==> src/source/adc16_pkg.sv <==
// ADC16 board-control package: OPB bus structs, control structs, address map and sizes.

package adc16_pkg;

  // ======================================================================
  // Address map
  // ======================================================================
  localparam logic [31:0] OPB_BASEADDR = 32'h0002_0000;  // Slave window start.
  localparam logic [31:0] OPB_HIGHADDR = 32'h0002_00FF;  // Slave window end, 64 words.

  localparam int WORD_3WIRE     = 0;   // 3-wire pins, status readback.
  localparam int WORD_CTRL      = 1;   // Reset, snap request, bitslip, delay tap.
  localparam int WORD_STROBE    = 2;   // One delay-load strobe per lane.
  localparam int WORD_STATUS    = 3;   // Snapshot done in bit 0.
  localparam int WORD_SNAP_BASE = 16;  // Words 16..31 read the sample buffer.

  // ======================================================================
  // Sizes
  // ======================================================================
  localparam int NUM_CHIPS  = 8;   // ADC chips, one bitslip each.
  localparam int NUM_LANES  = 32;  // Data lanes, four per chip.
  localparam int TAP_W      = 5;   // IDELAY tap width.
  localparam int SNAP_DEPTH = 16;  // Snapshot buffer words.
  localparam int SNAP_AW    = 4;   // Snapshot buffer address width.

  // Register bit positions, little-endian (bit 0 is the LSB of the 32-bit word).
  // OPB numbers bits big-endian, so OPB bit n is bit 31-n here.
  localparam int W3_CSN_LSB       = 0;   // Chip selects A..H in bits 7:0, active high.
  localparam int W3_SDATA_BIT     = 8;   // Shared serial data.
  localparam int W3_SCLK_BIT      = 9;   // Shared serial clock.
  localparam int CTRL_TAP_LSB     = 0;   // Delay tap in bits 4:0.
  localparam int CTRL_BITSLIP_LSB = 8;   // Bitslip chip A..H in bits 15:8.
  localparam int CTRL_SNAP_BIT    = 16;  // Snapshot request (OPB bit 15).
  localparam int CTRL_RESET_BIT   = 20;  // ADC reset (OPB bit 11).

  // ======================================================================
  // Bus and control structs
  // ======================================================================
  typedef struct packed {
    logic [31:0] abus;      // Byte address.
    logic [3:0]  be;        // Byte enables, be[i] covers dbus[8*i+7:8*i].
    logic [31:0] dbus;      // Write data.
    logic        rnw;       // 1 = read.
    logic        select;    // Transfer request.
    logic        seq_addr;  // Burst hint, not used by this slave.
  } opb_req_t;

  typedef struct packed {
    logic [31:0] dbus;      // Read data, zero outside the ack cycle.
    logic        err_ack;
    logic        retry;
    logic        tout_sup;
    logic        xfer_ack;  // One-cycle transfer acknowledge.
  } opb_rsp_t;

  typedef struct packed {
    logic       sclk;
    logic       sdata;
    logic [3:0] csn;        // Active low, csn[0] is chip 1 of the board.
  } adc3wire_t;

  typedef struct packed {
    logic                 reset;      // ADC reset level.
    logic                 snap_req;   // Rising edge arms a snapshot.
    logic [NUM_CHIPS-1:0] bitslip;    // Rising edge slips that chip.
    logic [TAP_W-1:0]     delay_tap;  // Shared tap for strobed lanes.
  } adc16_ctrl_t;

  typedef struct packed {
    logic [1:0] locked;      // Line clock lock per board.
    logic [1:0] roach2_rev;  // Board revision.
    logic [3:0] num_units;   // Supported ADC chips.
  } adc16_status_t;

endpackage

==> src/source/opb_adc16_controller.sv <==
// OPB slave for the ADC16 control words: decode, byte-enabled registers, read mux, acknowledge.

`timescale 1ns/1ps

module opb_adc16_controller
  import adc16_pkg::*;
(
  input  logic                 OPB_Clk,
  input  logic                 rst_n,
  input  opb_req_t             opb_req,       // Master request.
  input  adc16_status_t        status,        // Board status for word 0.
  input  logic [31:0]          snap_rdata,    // Buffer word at snap_raddr.
  input  logic                 snap_done,     // Snapshot complete.
  output opb_rsp_t             opb_rsp,       // Slave response.
  output adc3wire_t            adc0_3wire,    // Board 0 programming pins.
  output adc3wire_t            adc1_3wire,    // Board 1 programming pins.
  output adc16_ctrl_t          ctrl,          // Decoded word 1.
  output logic [NUM_LANES-1:0] delay_strobe,  // Word 2 levels.
  output logic [SNAP_AW-1:0]   snap_raddr     // Buffer read address.
);

  // ======================================================================
  // Address decode
  // ======================================================================
  logic [31:0] offset;       // Byte offset inside the window.
  logic [4:0]  word;         // Word index 0..31.
  logic        addr_match;   // Address inside the window.
  logic        word_mapped;  // Words 0..3 and 16..31 only.
  logic        start;        // Accepted transfer this cycle.

  logic        ack_q;        // Transfer acknowledge.
  logic [31:0] rdata_q;      // Read data held for the ack cycle.
  logic [31:0] w3wire_q;     // Word 0.
  logic [31:0] ctrl_q;       // Word 1.
  logic [31:0] strobe_q;     // Word 2.
  logic [31:0] rd_word;      // Read mux output.

  assign offset     = opb_req.abus - OPB_BASEADDR;
  assign word       = offset[6:2];
  assign addr_match = (opb_req.abus >= OPB_BASEADDR) && (opb_req.abus <= OPB_HIGHADDR);

  // Upper offset bits must be clear, words 4..15 are a hole.
  assign word_mapped = (offset[31:7] == '0) &&
                       ((word <= WORD_STATUS) || (word >= WORD_SNAP_BASE));

  // No new transfer in the ack cycle, so ack lasts one cycle.
  assign start = opb_req.select && addr_match && word_mapped && !ack_q;

  // Buffer index is the low bits of words 16..31.
  assign snap_raddr = word[SNAP_AW-1:0];

  // Merge enabled bytes of new data into an old word.
  function automatic logic [31:0] be_merge(input logic [31:0] old_word,
                                           input logic [31:0] new_word,
                                           input logic [3:0]  be);
    logic [31:0] res;
    res = old_word;
    for (int i = 0; i < 4; i++) begin
      if (be[i]) res[8*i +: 8] = new_word[8*i +: 8];  // Byte lane i.
    end
    return res;
  endfunction

  // ======================================================================
  // Read mux
  // ======================================================================
  always_comb begin
    rd_word = '0;
    if (word == WORD_3WIRE) begin
      // Status sits above the low half of the 3-wire register.
      rd_word = {6'b0, status.locked, status.num_units, 2'b0, status.roach2_rev,
                 w3wire_q[15:0]};
    end else if (word == WORD_CTRL) begin
      rd_word = ctrl_q;
    end else if (word == WORD_STROBE) begin
      rd_word = strobe_q;
    end else if (word == WORD_STATUS) begin
      rd_word = {31'b0, snap_done};       // Done flag only.
    end else begin
      rd_word = snap_rdata;               // Snapshot buffer.
    end
  end

  // ======================================================================
  // Registers and acknowledge
  // ======================================================================
  always_ff @(posedge OPB_Clk or negedge rst_n) begin
    if (!rst_n) begin
      ack_q    <= 1'b0;
      w3wire_q <= '0;   // All chip selects inactive.
      ctrl_q   <= '0;
      strobe_q <= '0;
    end else begin
      ack_q <= start;
      if (start && !opb_req.rnw) begin
        // Writes to word 3 and the buffer are acked and dropped.
        if (word == WORD_3WIRE) begin
          w3wire_q <= be_merge(w3wire_q, opb_req.dbus, opb_req.be);
        end else if (word == WORD_CTRL) begin
          ctrl_q <= be_merge(ctrl_q, opb_req.dbus, opb_req.be);
        end else if (word == WORD_STROBE) begin
          strobe_q <= be_merge(strobe_q, opb_req.dbus, opb_req.be);
        end
      end
    end
  end

  // Read value captured with the ack, zero for writes.
  always_ff @(posedge OPB_Clk) begin
    if (start) rdata_q <= opb_req.rnw ? rd_word : '0;
  end

  assign opb_rsp.dbus     = ack_q ? rdata_q : '0;  // Bus is OR-ed, so drive zero when idle.
  assign opb_rsp.err_ack  = 1'b0;
  assign opb_rsp.retry    = 1'b0;
  assign opb_rsp.tout_sup = 1'b0;
  assign opb_rsp.xfer_ack = ack_q;

  // ======================================================================
  // Output decode
  // ======================================================================
  // Both boards share clock and data.
  assign adc0_3wire.sclk  = w3wire_q[W3_SCLK_BIT];
  assign adc0_3wire.sdata = w3wire_q[W3_SDATA_BIT];
  assign adc1_3wire.sclk  = w3wire_q[W3_SCLK_BIT];
  assign adc1_3wire.sdata = w3wire_q[W3_SDATA_BIT];

  // Chips A..D on board 0, E..H on board 1, inverted to active low.
  assign adc0_3wire.csn = ~w3wire_q[W3_CSN_LSB +: 4];
  assign adc1_3wire.csn = ~w3wire_q[W3_CSN_LSB + 4 +: 4];

  assign ctrl.reset     = ctrl_q[CTRL_RESET_BIT];
  assign ctrl.snap_req  = ctrl_q[CTRL_SNAP_BIT];
  assign ctrl.bitslip   = ctrl_q[CTRL_BITSLIP_LSB +: NUM_CHIPS];
  assign ctrl.delay_tap = ctrl_q[CTRL_TAP_LSB +: TAP_W];

  assign delay_strobe = strobe_q;  // One strobe per lane.

endmodule

==> src/source/adc16_lane_tuning.sv <==
// Lane tuning: edge detect of bitslip and strobe bits, bitslip pulses, per-lane delay taps.

`timescale 1ns/1ps

module adc16_lane_tuning
  import adc16_pkg::*;
(
  input  logic                             OPB_Clk,
  input  logic                             rst_n,
  input  adc16_ctrl_t                      ctrl,           // Bitslip levels and tap value.
  input  logic [NUM_LANES-1:0]             delay_strobe,   // Strobe levels.
  output logic [NUM_CHIPS-1:0]             bitslip_pulse,  // One cycle per rising bit.
  output logic [NUM_LANES-1:0][TAP_W-1:0]  lane_tap        // Held tap per lane.
);

  // ======================================================================
  // Edge detection
  // ======================================================================
  logic [NUM_CHIPS-1:0] bitslip_q;  // Previous bitslip levels.
  logic [NUM_LANES-1:0] strobe_q;   // Previous strobe levels.
  logic [NUM_CHIPS-1:0] slip_rise;  // Rising bitslip bits.
  logic [NUM_LANES-1:0] load_rise;  // Rising strobe bits.

  assign slip_rise = ctrl.bitslip & ~bitslip_q;
  assign load_rise = delay_strobe & ~strobe_q;

  always_ff @(posedge OPB_Clk or negedge rst_n) begin
    if (!rst_n) begin
      bitslip_q <= '0;
      strobe_q  <= '0;
    end else begin
      bitslip_q <= ctrl.bitslip;
      strobe_q  <= delay_strobe;
    end
  end

  // ======================================================================
  // Bitslip pulses
  // ======================================================================
  // Registered, so the pulse follows the write ack by one cycle.
  always_ff @(posedge OPB_Clk or negedge rst_n) begin
    if (!rst_n) begin
      bitslip_pulse <= '0;
    end else begin
      bitslip_pulse <= slip_rise;  // Level held high gives one pulse only.
    end
  end

  // ======================================================================
  // Delay taps
  // ======================================================================
  always_ff @(posedge OPB_Clk or negedge rst_n) begin
    if (!rst_n) begin
      lane_tap <= '0;
    end else begin
      for (int i = 0; i < NUM_LANES; i++) begin
        // Shared tap lands only on lanes whose strobe just rose.
        if (load_rise[i]) lane_tap[i] <= ctrl.delay_tap;
      end
    end
  end

endmodule

==> src/source/adc16_snapshot.sv <==
// Snapshot capture: request edge detect, write counter, 16-word sample buffer, done flag.

`timescale 1ns/1ps

module adc16_snapshot
  import adc16_pkg::*;
(
  input  logic               OPB_Clk,
  input  logic               rst_n,
  input  logic               snap_req,      // Level from the control word.
  input  logic [31:0]        sample,        // ADC sample word.
  input  logic               sample_valid,  // Sample qualifier.
  input  logic [SNAP_AW-1:0] raddr,         // Buffer read address.
  output logic [31:0]        rdata,         // Buffer word, asynchronous read.
  output logic               done           // Buffer full.
);

  // ======================================================================
  // Capture control
  // ======================================================================
  logic               req_q;    // Previous request level.
  logic               armed;    // Capture in progress.
  logic [SNAP_AW-1:0] wr_cnt;   // Next buffer slot.
  logic               start;    // Request rising this cycle.
  logic               capture;  // Store the sample this cycle.
  logic [SNAP_AW-1:0] wr_addr;  // Slot for this sample.
  logic               last;     // This sample fills the buffer.

  logic [31:0] mem [SNAP_DEPTH];  // Sample buffer.

  assign start   = snap_req && !req_q;
  assign capture = (armed || start) && sample_valid;  // First sample may arrive on the rise.
  assign wr_addr = start ? '0 : wr_cnt;               // A new request restarts at slot 0.
  assign last    = (wr_addr == SNAP_AW'(SNAP_DEPTH - 1));

  always_ff @(posedge OPB_Clk or negedge rst_n) begin
    if (!rst_n) begin
      req_q  <= 1'b0;
      armed  <= 1'b0;
      wr_cnt <= '0;
      done   <= 1'b0;
    end else begin
      req_q <= snap_req;
      if (start) begin
        armed  <= 1'b1;  // Arm.
        done   <= 1'b0;  // Old contents are stale.
        wr_cnt <= '0;
      end
      if (capture) begin
        wr_cnt <= wr_addr + 1'b1;
        if (last) begin
          armed <= 1'b0;  // Stop after SNAP_DEPTH valid samples.
          done  <= 1'b1;
        end
      end
    end
  end

  // ======================================================================
  // Sample buffer
  // ======================================================================
  // Only valid samples are written, so the buffer holds a gap-free run.
  always_ff @(posedge OPB_Clk) begin
    if (capture) mem[wr_addr] <= sample;
  end

  assign rdata = mem[raddr];  // Read on the same cycle as the bus decode.

endmodule

==> src/source/adc16_top.sv <==
// ADC16 control top level: OPB controller, lane tuning and snapshot.

`timescale 1ns/1ps

module adc16_top
  import adc16_pkg::*;
(
  input  logic                            OPB_Clk,
  input  logic                            rst_n,
  input  opb_req_t                        opb_req,              // OPB master request.
  input  adc16_status_t                   status,               // Board status.
  input  logic [31:0]                     adc16_sample,         // Snapshot sample.
  input  logic                            adc16_sample_valid,   // Sample qualifier.
  output opb_rsp_t                        opb_rsp,              // OPB slave response.
  output adc3wire_t                       adc0_3wire,           // Board 0 programming.
  output adc3wire_t                       adc1_3wire,           // Board 1 programming.
  output logic                            adc16_reset,          // ADC reset level.
  output logic [NUM_CHIPS-1:0]            adc16_bitslip_pulse,  // ISERDES bitslip.
  output logic [NUM_LANES-1:0][TAP_W-1:0] adc16_lane_tap        // IDELAY taps.
);

  // ======================================================================
  // Internal wiring
  // ======================================================================
  adc16_ctrl_t          ctrl;          // Decoded control word.
  logic [NUM_LANES-1:0] delay_strobe;  // Strobe levels.
  logic [SNAP_AW-1:0]   snap_raddr;    // Buffer read address.
  logic [31:0]          snap_rdata;    // Buffer read data.
  logic                 snap_done;     // Snapshot complete.

  assign adc16_reset = ctrl.reset;

  opb_adc16_controller i_controller (
    .OPB_Clk      (OPB_Clk),
    .rst_n        (rst_n),
    .opb_req      (opb_req),
    .status       (status),
    .snap_rdata   (snap_rdata),
    .snap_done    (snap_done),
    .opb_rsp      (opb_rsp),
    .adc0_3wire   (adc0_3wire),
    .adc1_3wire   (adc1_3wire),
    .ctrl         (ctrl),
    .delay_strobe (delay_strobe),
    .snap_raddr   (snap_raddr)
  );

  adc16_lane_tuning i_lane_tuning (
    .OPB_Clk       (OPB_Clk),
    .rst_n         (rst_n),
    .ctrl          (ctrl),
    .delay_strobe  (delay_strobe),
    .bitslip_pulse (adc16_bitslip_pulse),
    .lane_tap      (adc16_lane_tap)
  );

  adc16_snapshot i_snapshot (
    .OPB_Clk      (OPB_Clk),
    .rst_n        (rst_n),
    .snap_req     (ctrl.snap_req),
    .sample       (adc16_sample),
    .sample_valid (adc16_sample_valid),
    .raddr        (snap_raddr),
    .rdata        (snap_rdata),
    .done         (snap_done)
  );

endmodule

==> config.mk <==
export PLATFORM = sky130hd
export DESIGN_NAME = adc16_top
export DESIGN_NICKNAME = d
export VERILOG_FILES = /design/src/source/adc16_pkg.sv /design/src/source/opb_adc16_controller.sv /design/src/source/adc16_lane_tuning.sv /design/src/source/adc16_snapshot.sv /design/src/source/adc16_top.sv
export SDC_FILE = /design/constraint.sdc
export NUM_CORES = 1
export LEC_CHECK = 0
export ABC_AREA = 0
export BUFFER_PORTS_ARGS = -buffer_cell sky130_fd_sc_hd__buf_4
export CAP_MARGIN = 20
export CELL_PAD_IN_SITES_DETAIL_PLACEMENT = 0
export CELL_PAD_IN_SITES_GLOBAL_PLACEMENT = 2
export CORE_MARGIN = 2
export CORE_UTILIZATION = 30
export CTS_CLUSTER_SIZE = 30
export DETAILED_ROUTE_END_ITERATION = 10
export PLACE_DENSITY = 0.67
export SYNTH_ARGS = -nofsm -noshare
export SYNTH_HDL_FRONTEND = slang
export SYNTH_HIERARCHICAL = 1
export SYNTH_SLANG_ARGS = --single-unit
export TNS_END_PERCENT = 20
==> constraint.sdc <==
create_clock -name OPB_Clk -period 11.3 [get_ports OPB_Clk]
set_input_delay 3.39 -clock OPB_Clk [delete_from_list [all_inputs] [get_ports OPB_Clk]]
set_output_delay 3.39 -clock OPB_Clk [all_outputs]
set_load 0.01 [all_outputs]
==> metrics.yaml <==
run_status:
  status: "complete, no violations"
routing:
  wl_mm: 87.9
  vias_per_cell: 4.87
  drtIter0Drc: 1187
  dr_total_vias: 17300
  detailedRoute.firstPassIterationCount: 5
  drc: 0
  routedWlPerCell_um: 24.7
  ant_nets: 0
clocking:
  cts_resized: 0
  clk_latency_ns: 0.65
  numCtsBuffers: 85
  clk_path_buf_depth: 3
  post_cts_buffers: 0
  cts_root_buf: "clkbuf_16"
  hold_buffers: 0
  clk_pin_slew_ns: 0.06
  htreeDepth: 3
  clock_sinks: 840
  cts_tree: "yes"
logic_synthesis:
  synth_edf_count: 544
  synthFlopType: "edfxtp_1"
  yosysWarnings: 6
  yosysUniqueCellTypes: 57
  avgSynthCellArea_um2: 19.1
  ys_seq_elements: 840
  synthCells: 1724
  async_flop_share: 0.352
  yosysSeqAreaShare: 0.722
  netlist_area_um2: 32900
global_route:
  grt_pass1_vias: 18100
  grt_max_degree: 107
  track_usage: 0.154
  overflow: 0
  grt_pass1_wl_mm: 127
  antenna_found_initial: 19
sta:
  hold_ws_ns: 0.388
  setup_tns_ns: 0
  period_share: 0.563
  min_period_ns: 6.36
  hold_viol: 0
  grt_setup_unrepaired: "false"
  finalSetupViolCount: 0
  max_freq_mhz: 157
  setup_slack_ns: 4.94
  worst_pin_slew_ns: 1.12
  slew_violations: 0
  finClkSkew_ns: 0.0280
  relSlewSlack: 0.251
critical_path:
  rrSetupSlack_ns: 7.49
  path_buf_inv: 3
  slowest_delay_ns: 0.84
  worst_ep_arrival_time_ns: 6.74
  worstPathCellList: "buf_8, buf_4, buf_4, mux4_2, a22oi_1, nand2_1, o211a_1"
  critPathTopFamily: "buffers and inverters"
  required_ns: 11.68
  start_kind: "input pin"
  crit_path_end_kind: "flip-flop"
  cp_slowest_cell: "buf_4"
  critPathLaunch: "opb_req[41]"
  cpMostUsedCell: "buf_4"
  critical_path_class: "in2reg"
  cp_max_fo: 48
  r2r-start: "i_controller/ack_q"
power:
  vdd.ir_drop.worst_uv: 115
  power_mw: 6.37
  power_density_nw_per_um2: 160
  power.leakage_nw: 15.8
layout:
  final_core_util: 0.366
  final_cells: 3558
  area_growth_pct: 21.0
  fin_nets: 2185
  fin_area_um2: 39800
  drive_gt1_frac: 0.435
  n_fill_cell: 10100
worst_hold_path:
  hp-class: "reg2reg"
  hold_path_startpoint: "i_lane_tuning/bitslip_q[1]"
placed_design:
  hpwl_mm: 54.8
  io_buffers: 326
  dp.cells: 3397
  postPlaceCellArea_um2: 36900
  gp_congestion: 0.765
  dp_slack_ns: 4.12
run:
  max_cap_violations: 0
floorplanning:
  dieHeight_um: 335
  rows: 121
  core_um2: 109000
  die_w_um: 335
  die_area_um2: 112000
  ios: 331
  initial_core_util: 0.302
## layer usage
layer / part of all wire / global-route usage
met2: 0.47 / 0.246
met5: 0.0018 / 0
met1: 0.44 / 0.209
met3: 0.070 / 0.0407
met4: 0.021 / 0.0405
## cells by family (layout without fill, tap and decap cells)
kind of cell    after synthesis  in the layout  share of synthesized area
compound gates              130            130                     0.0314
flops                       840            840                      0.722
other cells                   1              6                   0.000114
mux                         392            392                      0.178
xor+xnor                      3              3                   0.000800
buf+inv                     119            534                     0.0185
simple gates                239            239                     0.0491
## power by group
group          switching (mW)  total [mW]  internal [mW]
Sequential     0.000000000146        3.28           3.28
Clock                    1.19        2.86           1.67
Combinational           0.145       0.237         0.0913
## worst reg2reg max path: cells and delay by family (launching register included)
family                 cells  cell delay (ns)
DFF                        1             0.64
and+or+nand+nor            4             2.38
buffers and inverters      1             0.37
## final timing paths
kind | endpoint | cells after the start
max in group asynchronous | i_lane_tuning/strobe_q[17] | 2
hold / removal | i_lane_tuning/bitslip_pulse[1] | 1
hold reg to reg | i_lane_tuning/bitslip_pulse[1] | 1
setup / recovery | i_controller/rdata_q[23] | 7
setup reg to reg | i_controller/rdata_q[22] | 5
min in group asynchronous | i_lane_tuning/lane_tap[100] | 1
## sequential cells by signal (all words and copies together) (netlist names)
signal and count:
i_controller/rdata_q 32, i_lane_tuning/strobe_q 32, i_lane_tuning/lane_tap 160, i_controller/ack_q 1, i_snapshot/armed 1, i_snapshot/wr_cnt 4
i_lane_tuning/bitslip_pulse 8, i_lane_tuning/bitslip_q 8, i_controller/ctrl_q 32, i_snapshot/req_q 1, i_snapshot/done 1, i_controller/delay_strobe 32
i_snapshot/mem 512, i_controller/w3wire_q 16
## cell type report
class,instances,area [um^2],area share
Tap cell,1414,1770,0.0445
Sequential cell,840,23700,0.597
Inverter,8,30.0,0.000755
Timing Repair Buffer,369,2790,0.0700
Clock buffer,110,2320,0.0584
Clock inverter,47,524,0.0132
Multi-Input combinational cell,767,8600,0.216
Antenna cell,3,7.51,0.000189
## cell usage after synthesis (9+ instances only)
cell type  count  share of area
a22oi_1       64          0.015
and2_1        35         0.0067
buf_1         12         0.0014
buf_2         22         0.0034
buf_4         36         0.0082
clkbuf_1      41         0.0047
dfrtp_1      296           0.23
edfxtp_1     544           0.50
mux2_2       239          0.082
mux2i_1       23         0.0070
mux4_2       129          0.088
nand2_1       62         0.0071
nand2b_4      31          0.013
nor2_1        30         0.0034
nor2b_1       17         0.0032
nor4_1         9         0.0017
o211a_1       23         0.0070
o211ai_1      23         0.0053
## cells in the final DEF (no fill, tap or decap), drive strengths merged, types with 12 or more instances in the layout
master / Yosys / final
nor2b: 18 / 18
clkbuf: 41 / 110
clkinv: 0 / 31
nand2b: 32 / 32
buf: 70 / 369
edfxtp: 544 / 544
inv: 8 / 12
nor2: 30 / 30
nand4: 12 / 12
mux2i: 23 / 23
nand2: 64 / 64
mux2: 240 / 240
o211a: 23 / 23
and2: 37 / 37
dfrtp: 296 / 296
a22oi: 64 / 64
o211ai: 23 / 23
mux4: 129 / 129
(Power assumes the default switching activity.)
